`config.mk`:
```
export PLATFORM = sky130hd
export DESIGN_NAME = bmd_rx_engine
export DESIGN_NICKNAME = d
export VERILOG_FILES = /design/src/logic/rx_pkg.sv /design/src/logic/cq_hdr_if.sv /design/src/logic/cq_decode.sv /design/src/logic/mem_rd_request.sv /design/src/logic/mem_wr_packer.sv /design/src/logic/throughput_meter.sv /design/src/logic/bmd_rx_engine.sv
export VERILOG_INCLUDE_DIRS = /design/src /design/src/logic
export SDC_FILE = /design/constraint.sdc
export NUM_CORES = 1
export LEC_CHECK = 0
export ABC_AREA = 1
export BUFFER_PORTS_ARGS = -buffer_cell sky130_fd_sc_hd__buf_2
export CORE_AREA = 2 2 269 271
export DETAILED_ROUTE_END_ITERATION = 12
export DIE_AREA = 0 0 271 273
export PLACE_DENSITY_LB_ADDON = 0.08
export SLEW_MARGIN = 40
export SYNTH_ARGS = -nofsm -noshare
export SYNTH_HDL_FRONTEND = slang
export SYNTH_SLANG_ARGS = --single-unit
export TNS_END_PERCENT = 30
```
`constraint.sdc`:
```
create_clock -name clk -period 18.2 [get_ports clk]
set_input_delay 0.91 -clock clk [delete_from_list [all_inputs] [get_ports clk]]
set_output_delay 0.91 -clock clk [all_outputs]
set_load 0.01 [all_outputs]
```
`src/logic/rx_params.svh`:
```
// field positions assume the 256-bit CQ descriptor layout; the window default suits simulation only
`ifndef RX_PARAMS_SVH
`define RX_PARAMS_SVH

//////////////////// stream and word sizes
`define RX_DATA_W      256   // CQ tdata and FIFO word
`define RX_DW_W        32
`define RX_LEN_W       11    // dw count field
`define RX_ADDR_W      11    // memory word address
`define RX_TUSER_W     85
`define RX_TKEEP_W     8     // one keep bit per dw, also dw lanes per FIFO word
`define RX_THRU_WINDOW 64    // cycles per throughput window
`define RX_CNT_W       32

//////////////////// descriptor fields, header beat
`define RX_LEN_MSB     74
`define RX_LEN_LSB     64
`define RX_TYPE_MSB    78
`define RX_TYPE_LSB    75
`define RX_RID_MSB     95
`define RX_RID_LSB     80
`define RX_TAG_MSB     103
`define RX_TAG_LSB     96
`define RX_TC_MSB      123
`define RX_TC_LSB      121
`define RX_ATTR_MSB    126
`define RX_ATTR_LSB    124
`define RX_ADDR_MSB    12    // dw address, byte offset bits dropped
`define RX_ADDR_LSB    2
`define RX_BE_MSB      7     // these two index tuser
`define RX_BE_LSB      0

// derived field widths
`define RX_TYPE_W      (`RX_TYPE_MSB - `RX_TYPE_LSB + 1)
`define RX_RID_W       (`RX_RID_MSB - `RX_RID_LSB + 1)
`define RX_TAG_W       (`RX_TAG_MSB - `RX_TAG_LSB + 1)
`define RX_TC_W        (`RX_TC_MSB - `RX_TC_LSB + 1)
`define RX_ATTR_W      (`RX_ATTR_MSB - `RX_ATTR_LSB + 1)
`define RX_BE_W        (`RX_BE_MSB - `RX_BE_LSB + 1)

`endif

```
`src/logic/rx_pkg.sv`:
```
// request types other than memory read and write fall outside the enum and are dropped by the engine
`default_nettype none

`include "rx_params.svh"

package rx_pkg;

   //////////////////// request type field
   typedef enum logic [`RX_TYPE_W-1:0] {
      REQ_MEM_RD = 4'd0,   // only one dw reads get a completion
      REQ_MEM_WR = 4'd1    // any length, packed into FIFO words
   } req_type_e;

   //////////////////// header beat descriptor
   // 64 bits, filled by decode from tdata and tuser
   typedef struct packed {
      req_type_e                req_type;
      logic [`RX_LEN_W-1:0]     len;    // payload dws
      logic [`RX_ADDR_W-1:0]    addr;   // dw address
      logic [`RX_RID_W-1:0]     rid;    // requester id
      logic [`RX_TAG_W-1:0]     tag;
      logic [`RX_TC_W-1:0]      tc;     // traffic class
      logic [`RX_ATTR_W-1:0]    attr;
      logic [`RX_BE_W-1:0]      be;     // first and last dw byte enables
   } cq_desc_t;

endpackage

`default_nettype wire

```
`src/logic/cq_hdr_if.sv`:
```
// all signals are combinational from the accepted beat; desc holds meaning only while sop is high
`timescale 1ns/1ps
`default_nettype none

`include "rx_params.svh"

interface cq_hdr_if
   import rx_pkg::*;
();

   logic                  sop;    // header beat taken this cycle
   logic                  beat;   // payload beat taken this cycle
   logic                  last;   // taken beat ends its packet
   cq_desc_t              desc;
   logic [`RX_DATA_W-1:0] data;   // raw beat

   // decode drives, execute side only listens
   modport src (output sop, beat, last, desc, data);
   modport rd  (input sop, desc);                      // reads never carry payload
   modport wr  (input sop, beat, last, desc, data);

endinterface

`default_nettype wire

```
`src/logic/cq_decode.sv`:
```
// assumes tlast marks every packet end; tready drops one cycle after any hold or flush request
`timescale 1ns/1ps
`default_nettype none

`include "rx_params.svh"

module cq_decode
   import rx_pkg::*;
(
   input  wire                     clk,
   input  wire                     rst_n,
   input  wire [`RX_DATA_W-1:0]    cq_tdata_i,
   input  wire                     cq_tvalid_i,
   input  wire                     cq_tlast_i,
   input  wire [`RX_TUSER_W-1:0]   cq_tuser_i,
   output logic                    cq_tready_o,
   input  wire                     rd_hold_i,    // read waits on its completion
   input  wire                     wr_flush_i,   // packer needs a spare cycle
   cq_hdr_if.src                   hdr
);

   logic     in_pkt_q;   // header seen, tlast not yet
   logic     tready_q;
   logic     accept;     // beat moves this cycle
   cq_desc_t desc;

   assign accept      = cq_tvalid_i & tready_q;   // both sides, not valid alone
   assign cq_tready_o = tready_q;

   //////////////////// packet tracking
   always_ff @(posedge clk) begin
      if (!rst_n) begin
         in_pkt_q <= 1'b0;
      end else if (accept && cq_tlast_i) begin
         in_pkt_q <= 1'b0;                        // closes, next beat is a header
      end else if (accept) begin
         in_pkt_q <= 1'b1;
      end
   end

   // ready is a register, one stall cycle per request
   always_ff @(posedge clk) begin
      if (!rst_n) begin
         tready_q <= 1'b1;
      end else begin
         tready_q <= ~(rd_hold_i | wr_flush_i);
      end
   end

   //////////////////// header fields
   always_comb begin
      desc.req_type = req_type_e'(cq_tdata_i[`RX_TYPE_MSB:`RX_TYPE_LSB]);
      desc.len      = cq_tdata_i[`RX_LEN_MSB:`RX_LEN_LSB];
      desc.addr     = cq_tdata_i[`RX_ADDR_MSB:`RX_ADDR_LSB];  // dw address
      desc.rid      = cq_tdata_i[`RX_RID_MSB:`RX_RID_LSB];
      desc.tag      = cq_tdata_i[`RX_TAG_MSB:`RX_TAG_LSB];
      desc.tc       = cq_tdata_i[`RX_TC_MSB:`RX_TC_LSB];
      desc.attr     = cq_tdata_i[`RX_ATTR_MSB:`RX_ATTR_LSB];
      desc.be       = cq_tuser_i[`RX_BE_MSB:`RX_BE_LSB];      // from tuser, not tdata
   end

   // no register stage towards execute
   assign hdr.sop  = accept & ~in_pkt_q;
   assign hdr.beat = accept & in_pkt_q;
   assign hdr.last = accept & cq_tlast_i;
   assign hdr.desc = desc;
   assign hdr.data = cq_tdata_i;

endmodule

`default_nettype wire

```
`src/logic/mem_rd_request.sv`:
```
// only one dw reads are served; other lengths pass through with no request and no stall
`timescale 1ns/1ps
`default_nettype none

`include "rx_params.svh"

module mem_rd_request
   import rx_pkg::*;
(
   input  wire     clk,
   input  wire     rst_n,
   cq_hdr_if.rd    hdr,
   input  wire     compl_done_i,   // completion sent by transmit side
   output logic    req_compl_o,
   output cq_desc_t req_desc_o,
   output logic    rd_hold_o
);

   logic rd_start;   // one dw read header taken

   assign rd_start = hdr.sop
                     && (hdr.desc.req_type == REQ_MEM_RD)
                     && (hdr.desc.len == `RX_LEN_W'(1));

   //////////////////// request level
   // rises after the header, falls on the edge after done
   always_ff @(posedge clk) begin
      if (!rst_n) begin
         req_compl_o <= 1'b0;
      end else if (rd_start) begin
         req_compl_o <= 1'b1;
      end else if (req_compl_o && compl_done_i) begin
         req_compl_o <= 1'b0;
      end
   end

   // descriptor stays put while the request is open
   always_ff @(posedge clk) begin
      if (rd_start) begin
         req_desc_o <= hdr.desc;
      end
   end

   // covers the header cycle too, so tready is low right from the next edge
   // and comes back on the same edge the request falls
   assign rd_hold_o = rd_start | (req_compl_o & ~compl_done_i);

endmodule

`default_nettype wire

```
`src/logic/mem_wr_packer.sv`:
```
// FIFO has no back-pressure; a write length of zero is not handled as 1024 dws
`timescale 1ns/1ps
`default_nettype none

`include "rx_params.svh"

module mem_wr_packer
   import rx_pkg::*;
(
   input  wire                     clk,
   input  wire                     rst_n,
   cq_hdr_if.wr                    hdr,
   output logic [`RX_DATA_W-1:0]   fifo_wr_data_o,
   output logic                    fifo_wr_en_o,
   output logic                    pkt_done_o,
   output logic                    wr_flush_o
);

   localparam int HALF_W = `RX_DATA_W / 2;   // four dws
   localparam int LANES  = `RX_TKEEP_W;      // dws per FIFO word

   logic                  wr_act_q;   // payload beats belong to a write
   logic                  flush_q;    // stored half goes out alone this cycle
   logic [HALF_W-1:0]     hi_q;       // upper half of previous beat
   logic [`RX_LEN_W-1:0]  rem_q;      // dws from current word start to end
   logic                  wr_sop;
   logic                  wr_beat;
   logic [`RX_DATA_W-1:0] word;

   assign wr_sop  = hdr.sop && (hdr.desc.req_type == REQ_MEM_WR);
   assign wr_beat = hdr.beat && wr_act_q;

   //////////////////// flush decision
   // header alone always leaves dws 0..3 behind
   // a later last beat leaves its upper half only past eight dws
   assign wr_flush_o = hdr.last
                       && (wr_sop || (wr_beat && (rem_q > `RX_LEN_W'(LANES))));

   //////////////////// word assembly
   // lanes 0-3 come from the stored half, 4-7 from the low half of this beat
   always_comb begin
      if (flush_q) begin
         word = {{HALF_W{1'b0}}, hi_q};              // nothing follows
      end else begin
         word = {hdr.data[HALF_W-1:0], hi_q};
      end
      for (int i = 0; i < LANES; i++) begin
         if (`RX_LEN_W'(i) >= rem_q) begin
            word[i*`RX_DW_W +: `RX_DW_W] = '0;       // past the length
         end
      end
   end

   //////////////////// control
   always_ff @(posedge clk) begin
      if (!rst_n) begin
         wr_act_q     <= 1'b0;
         flush_q      <= 1'b0;
         fifo_wr_en_o <= 1'b0;
         pkt_done_o   <= 1'b0;
      end else begin
         flush_q      <= wr_flush_o;
         fifo_wr_en_o <= wr_beat | flush_q;         // every payload beat closes a word
         pkt_done_o   <= flush_q | (wr_beat & hdr.last & ~wr_flush_o);
         if (hdr.sop) begin
            wr_act_q <= wr_sop & ~hdr.last;          // single beat write needs no tracking
         end else if (hdr.last) begin
            wr_act_q <= 1'b0;
         end
      end
   end

   // payload and count
   always_ff @(posedge clk) begin
      if (wr_sop || wr_beat) begin
         hi_q <= hdr.data[`RX_DATA_W-1:HALF_W];      // start of the next word
      end
      if (wr_sop) begin
         rem_q <= hdr.desc.len;
      end else if (wr_beat) begin
         rem_q <= rem_q - `RX_LEN_W'(LANES);         // wraps on the last word, unused after
      end
      if (wr_beat || flush_q) begin
         fifo_wr_data_o <= word;
      end
   end

endmodule

`default_nettype wire

```
`src/logic/throughput_meter.sv`:
```
// WINDOW_CYCLES must be at least 2; a clear also drops a report due in the same cycle
`timescale 1ns/1ps
`default_nettype none

`include "rx_params.svh"

module throughput_meter #(
   parameter int WINDOW_CYCLES = `RX_THRU_WINDOW
) (
   input  wire                    clk,
   input  wire                    rst_n,
   input  wire                    beat_i,         // accepted beat strobe
   input  wire                    thru_clear_i,
   output logic [`RX_CNT_W-1:0]   thru_count_o,
   output logic                   thru_valid_o
);

   localparam int WIN_W = $clog2(WINDOW_CYCLES);

   logic [WIN_W-1:0]     win_q;    // 0 .. WINDOW_CYCLES-1
   logic [`RX_CNT_W-1:0] cnt_q;    // beats so far in this window
   logic                 win_end;

   assign win_end = (win_q == WIN_W'(WINDOW_CYCLES - 1));

   //////////////////// window and beat counters
   always_ff @(posedge clk) begin
      if (!rst_n) begin
         win_q        <= '0;
         cnt_q        <= '0;
         thru_valid_o <= 1'b0;
      end else if (thru_clear_i) begin
         win_q        <= '0;       // fresh window from here
         cnt_q        <= '0;
         thru_valid_o <= 1'b0;
      end else begin
         thru_valid_o <= win_end;
         win_q        <= win_end ? '0 : win_q + 1'b1;
         if (win_end) begin
            cnt_q <= '0;
         end else if (beat_i) begin
            cnt_q <= cnt_q + 1'b1;
         end
      end
   end

   // last cycle of the window still counts
   always_ff @(posedge clk) begin
      if (win_end && !thru_clear_i) begin
         thru_count_o <= cnt_q + `RX_CNT_W'(beat_i);
      end
   end

endmodule

`default_nettype wire

```
`src/logic/bmd_rx_engine.sv`:
```
// completer-request side only; requester completions and tkeep are not looked at
`timescale 1ns/1ps
`default_nettype none

`include "rx_params.svh"

module bmd_rx_engine
   import rx_pkg::*;
#(
   parameter int THRU_WINDOW = `RX_THRU_WINDOW
) (
   input  wire                    clk,
   input  wire                    rst_n,
   // CQ stream
   input  wire [`RX_DATA_W-1:0]   cq_tdata_i,
   input  wire                    cq_tvalid_i,
   input  wire                    cq_tlast_i,
   input  wire [`RX_TUSER_W-1:0]  cq_tuser_i,
   output logic                   cq_tready_o,
   // completion request towards transmit side
   input  wire                    compl_done_i,
   output logic                   req_compl_o,
   output logic [`RX_ADDR_W-1:0]  req_addr_o,
   output logic [`RX_RID_W-1:0]   req_rid_o,
   output logic [`RX_TAG_W-1:0]   req_tag_o,
   output logic [`RX_TC_W-1:0]    req_tc_o,
   output logic [`RX_ATTR_W-1:0]  req_attr_o,
   output logic [`RX_BE_W-1:0]    req_be_o,
   output logic [`RX_LEN_W-1:0]   req_len_o,
   // receive FIFO
   output logic [`RX_DATA_W-1:0]  fifo_wr_data_o,
   output logic                   fifo_wr_en_o,
   output logic                   pkt_done_o,
   // throughput
   input  wire                    thru_clear_i,
   output logic [`RX_CNT_W-1:0]   thru_count_o,
   output logic                   thru_valid_o
);

   logic     rd_hold;
   logic     wr_flush;
   cq_desc_t req_desc;

   cq_hdr_if hdr ();

   cq_decode u_decode (
      .clk         (clk),
      .rst_n       (rst_n),
      .cq_tdata_i  (cq_tdata_i),
      .cq_tvalid_i (cq_tvalid_i),
      .cq_tlast_i  (cq_tlast_i),
      .cq_tuser_i  (cq_tuser_i),
      .cq_tready_o (cq_tready_o),
      .rd_hold_i   (rd_hold),
      .wr_flush_i  (wr_flush),
      .hdr         (hdr.src)
   );

   mem_rd_request u_rd (
      .clk          (clk),
      .rst_n        (rst_n),
      .hdr          (hdr.rd),
      .compl_done_i (compl_done_i),
      .req_compl_o  (req_compl_o),
      .req_desc_o   (req_desc),
      .rd_hold_o    (rd_hold)
   );

   mem_wr_packer u_wr (
      .clk            (clk),
      .rst_n          (rst_n),
      .hdr            (hdr.wr),
      .fifo_wr_data_o (fifo_wr_data_o),
      .fifo_wr_en_o   (fifo_wr_en_o),
      .pkt_done_o     (pkt_done_o),
      .wr_flush_o     (wr_flush)
   );

   throughput_meter #(
      .WINDOW_CYCLES (THRU_WINDOW)
   ) u_thru (
      .clk          (clk),
      .rst_n        (rst_n),
      .beat_i       (hdr.sop | hdr.beat),   // header and payload beats alike
      .thru_clear_i (thru_clear_i),
      .thru_count_o (thru_count_o),
      .thru_valid_o (thru_valid_o)
   );

   // descriptor split for the transmit side
   assign req_addr_o = req_desc.addr;
   assign req_rid_o  = req_desc.rid;
   assign req_tag_o  = req_desc.tag;
   assign req_tc_o   = req_desc.tc;
   assign req_attr_o = req_desc.attr;
   assign req_be_o   = req_desc.be;
   assign req_len_o  = req_desc.len;

endmodule

`default_nettype wire

```
==> out/metrics.json <==
{
  "routing": {
    "drt-pass1-iter-count": 5,
    "vias": 13100,
    "via_per_inst": 4.07,
    "drt_drc_violations_left": 0,
    "wirelength_um": 59000,
    "final_antenna_net_count": 0,
    "iteration_0_drc_count_of_the_detailed_router": 773,
    "detail_route.wl_per_cell_um": 18.4
  },
  "clock_network": {
    "clock_slew_seen_by_the_registers_of_the_worst_setup_and_hold_paths_ns": 0.05,
    "post-cts-setup-buffer-count": 0,
    "cts_root_buffer": "clkbuf_16",
    "cts.htree.levels": 2,
    "cts_tree": "done",
    "cts_made_buffers": 61,
    "bufs_on_longest_clock_path": 3,
    "post_cts.resized_instances": 0,
    "later_pin_clock_latency_in_the_skew_report_ns": 0.62,
    "cts_sinks": 533,
    "post_cts_hold_buffer_count": 0
  },
  "sta": {
    "fin_crit_sh_pct": 18.0,
    "final.setup_skew_ns": 0.0179,
    "grt_setup_unrepaired": "no",
    "hold_viol": 0,
    "setup-violations-final": 0,
    "setup-tns-final_ns": 0,
    "max_slew.worst_pin.slew_ns": 0.797,
    "timing.max_slew.rel_slack_pct": 46.8,
    "post-route-min-period_ns": 3.28,
    "clock.fmax_ghz": 0.305,
    "drv_slew": 0
  },
  "floorplan": {
    "die_w_um": 271,
    "coreArea_um2": 71000,
    "die_h_um": 273,
    "die_footprint_um2": 74000,
    "count_of_standard_cell_rows": 98,
    "boundary_pin_count": 700,
    "floorplan.initialDensity_pct": 28.0
  },
  "synth": {
    "synth_ff_type": "edfxtp_1",
    "synth-edff-count": 487,
    "synth.cell_area_um2": 19900,
    "syn-mean-instance-area_um2": 13.0,
    "post_syn_nets": 1882,
    "ys_async_sr_fraction_pct": 0,
    "synth_sequential_area_ratio_pct": 78.2,
    "ys.warnings.count": 0,
    "synthDominantCellAreaShare_pct": 73.5,
    "postSynthRegisterBits": 533,
    "synth_largest_area_cell": "edfxtp_1",
    "synthCells": 1528,
    "ys_types": 32,
    "yosys-top-cells-area": "edfxtp_1 (74%), nor2_1 (6.7%), inv_1 (5.9%)"
  },
  "flow_run": {
    "max-cap-violations": 0
  },
  "critical_path": {
    "cp_top_family": "buffers and inverters",
    "setup.worst_path.class": "in2reg",
    "setup.reg_to_reg.worst_slack_ns": 15.00,
    "critical_path.cell_chain": "buf_2 > nand2_2 > inv_2 > nand3_1 > nand2_8 > buf_6 > clkbuf_8",
    "critical-path-slowest-cell": "clkbuf_8",
    "r2r-end": "u_wr.fifo_wr_data_o[188]$_SDFFCE_PP0P_",
    "arrival_ns": 3.52,
    "crit_path_max_incr_delay_ns": 0.66,
    "cp-start-kind": "primary input",
    "r2r_cells": 6,
    "setup.worst_path.end_class": "flop",
    "worstPathRequired_ns": 18.43,
    "highest_net_fanout_along_the_worst_path": 80,
    "path_buf_inv": 4,
    "r2r_start": "u_decode.cq_tready_o$_SDFF_PN1_"
  },
  "layout": {
    "final_layout_size_suffix_gt1_share_pct": 33.9,
    "num-fill-cells": 7126,
    "layout_commonest_cell": "buf_2",
    "mostFrequentLayoutCells": "buf_2 (622), edfxtp_1 (487), nor2_1 (353)",
    "syn2layout_area_growth_pct": 32.1,
    "layout.nets": 2555
  },
  "min_path": {
    "holdPathEnd": "u_thru.win_q[0]$_SDFF_PP0_",
    "hp-start": "u_thru.win_q[0]$_SDFF_PP0_",
    "holdPathStages": 1,
    "hp-class": "reg2reg"
  },
  "pwr": {
    "power.density_cell_area_nw_per_um2": 99.8,
    "power_mw": 2.62,
    "static-leakage-power_nw": 11.0,
    "ir_worst_vdd_uv": 69.8
  },
  "placement": {
    "gp_congestion": 0.841,
    "dp_hpwl_um": 42600,
    "place.port_buffers": 622
  },
  "global_routing": {
    "gr-total-overflow": 0,
    "first_global_vias": 13100,
    "gr-usage-all-layers_pct": 15.4,
    "grt_antenna_before_repair": 14,
    "grt_first_pass_wirelength_um": 84700,
    "grt_start_max_net_pins": 81
  },
  "outcome": {
    "run_status": "completed"
  }
}
==> Yosys cell counts (2+ instances only) <==
master / count
a21oi_1: 21
buf_2: 15
buf_4: 6
buf_6: 6
clkbuf_1: 3
dfxtp_1: 46
edfxtp_1: 487
ha_1: 7
inv_1: 315
inv_2: 4
nand2_1: 117
nand2_2: 4
nand3_1: 23
nand3_2: 2
nand4_1: 15
nor2_1: 355
nor2_2: 15
nor3_1: 17
nor3b_1: 2
o21ai_0: 20
xnor2_1: 10
xor2_1: 28
==> worst max-delay path by stage <==
| stage | startpoint | endpoint | slack (ns) | cells after the start |
|---|---|---|---|---|
| after floorplan | cq_tvalid_i | u_wr.fifo_wr_data_o[0]$_SDFFCE_PP0P_ | 10.89 | 4 |
| after global placement | cq_tvalid_i | u_wr.fifo_wr_data_o[120]$_SDFFCE_PP0P_ | 13.49 | 7 |
| after detailed placement | cq_tvalid_i | u_wr.fifo_wr_data_o[98]$_SDFFCE_PP0P_ | 13.99 | 7 |
| after CTS | cq_tvalid_i | u_wr.fifo_wr_data_o[188]$_SDFFCE_PP0P_ | 14.66 | 7 |
| after global routing | cq_tvalid_i | u_wr.fifo_wr_data_o[188]$_SDFFCE_PP0P_ | 14.65 | 7 |
| final | cq_tvalid_i | u_wr.fifo_wr_data_o[188]$_SDFFCE_PP0P_ | 14.92 | 7 |
==> power breakdown <==
group / switching, mW / internal, mW / total (mW)
combinational: 0.0311 / 0.0303 / 0.0614
sequential: 0.00186 / 1.34 / 1.34
clock: 0.494 / 0.729 / 1.22
total: 0.527 / 2.09 / 2.62
==> area by class of cell <==
type | count | area [µm²] | area share, %
tap | 950 | 1190 | 4.52
clock inverter | 30 | 300 | 1.14
inverter | 319 | 1200 | 4.56
timing repair buffer | 640 | 3340 | 12.7
clock buffer | 80 | 1680 | 6.40
sequential | 533 | 15500 | 59.2
antenna | 10 | 25.0 | 0.0953
multi-input combinational | 646 | 2990 | 11.4
==> layer usage <==
layer / share of wire [%] / vias to the layer above / GRT usage, %
li1: - / 6297 / -
met4: 2.7 / 8 / 5.71
met5: 0.088 / - / 0
met2: 52 / 357 / 27.5
met1: 38 / 6301 / 17.3
met3: 6.8 / 104 / 4.52
==> per-stage QoR <==
stage               setup WS (ns)  instance area [µm²]  util [%]  std cells  hold slack [ns]
finish                      14.92                26300      37.0       3208            0.462
global route                14.65                26300      37.0       3207            0.426
CTS                         14.66                26200      36.9       3197            0.414
detailed placement          13.99                24200      34.1       3087            0.455
global placement            13.49                24100      34.0       3084            0.446
floorplan                   10.89                19900         -       1528            0.430
==> sequential cells by signal (all words and copies together) (netlist names), 6 cells and up <==
register             cells
u_wr.rem_q              11
u_thru.thru_count_o     32
u_thru.cnt_q            32
u_wr.fifo_wr_data_o    256
u_wr.hi_q              128
u_rd.req_desc_o         60
u_thru.win_q             6
==> kinds of logic after synthesis <==
family	after synthesis	synth area share (%)
xor gates and xnor gates	38	1.67
buffers and inverters	349	7.02
and+or+nand+nor	553	11.3
DFF	533	78.2
AOI/OAI and AO/OA	48	1.40
adders and majority gates	7	0.440
Note: power is estimated with default switching activity, not from simulation.
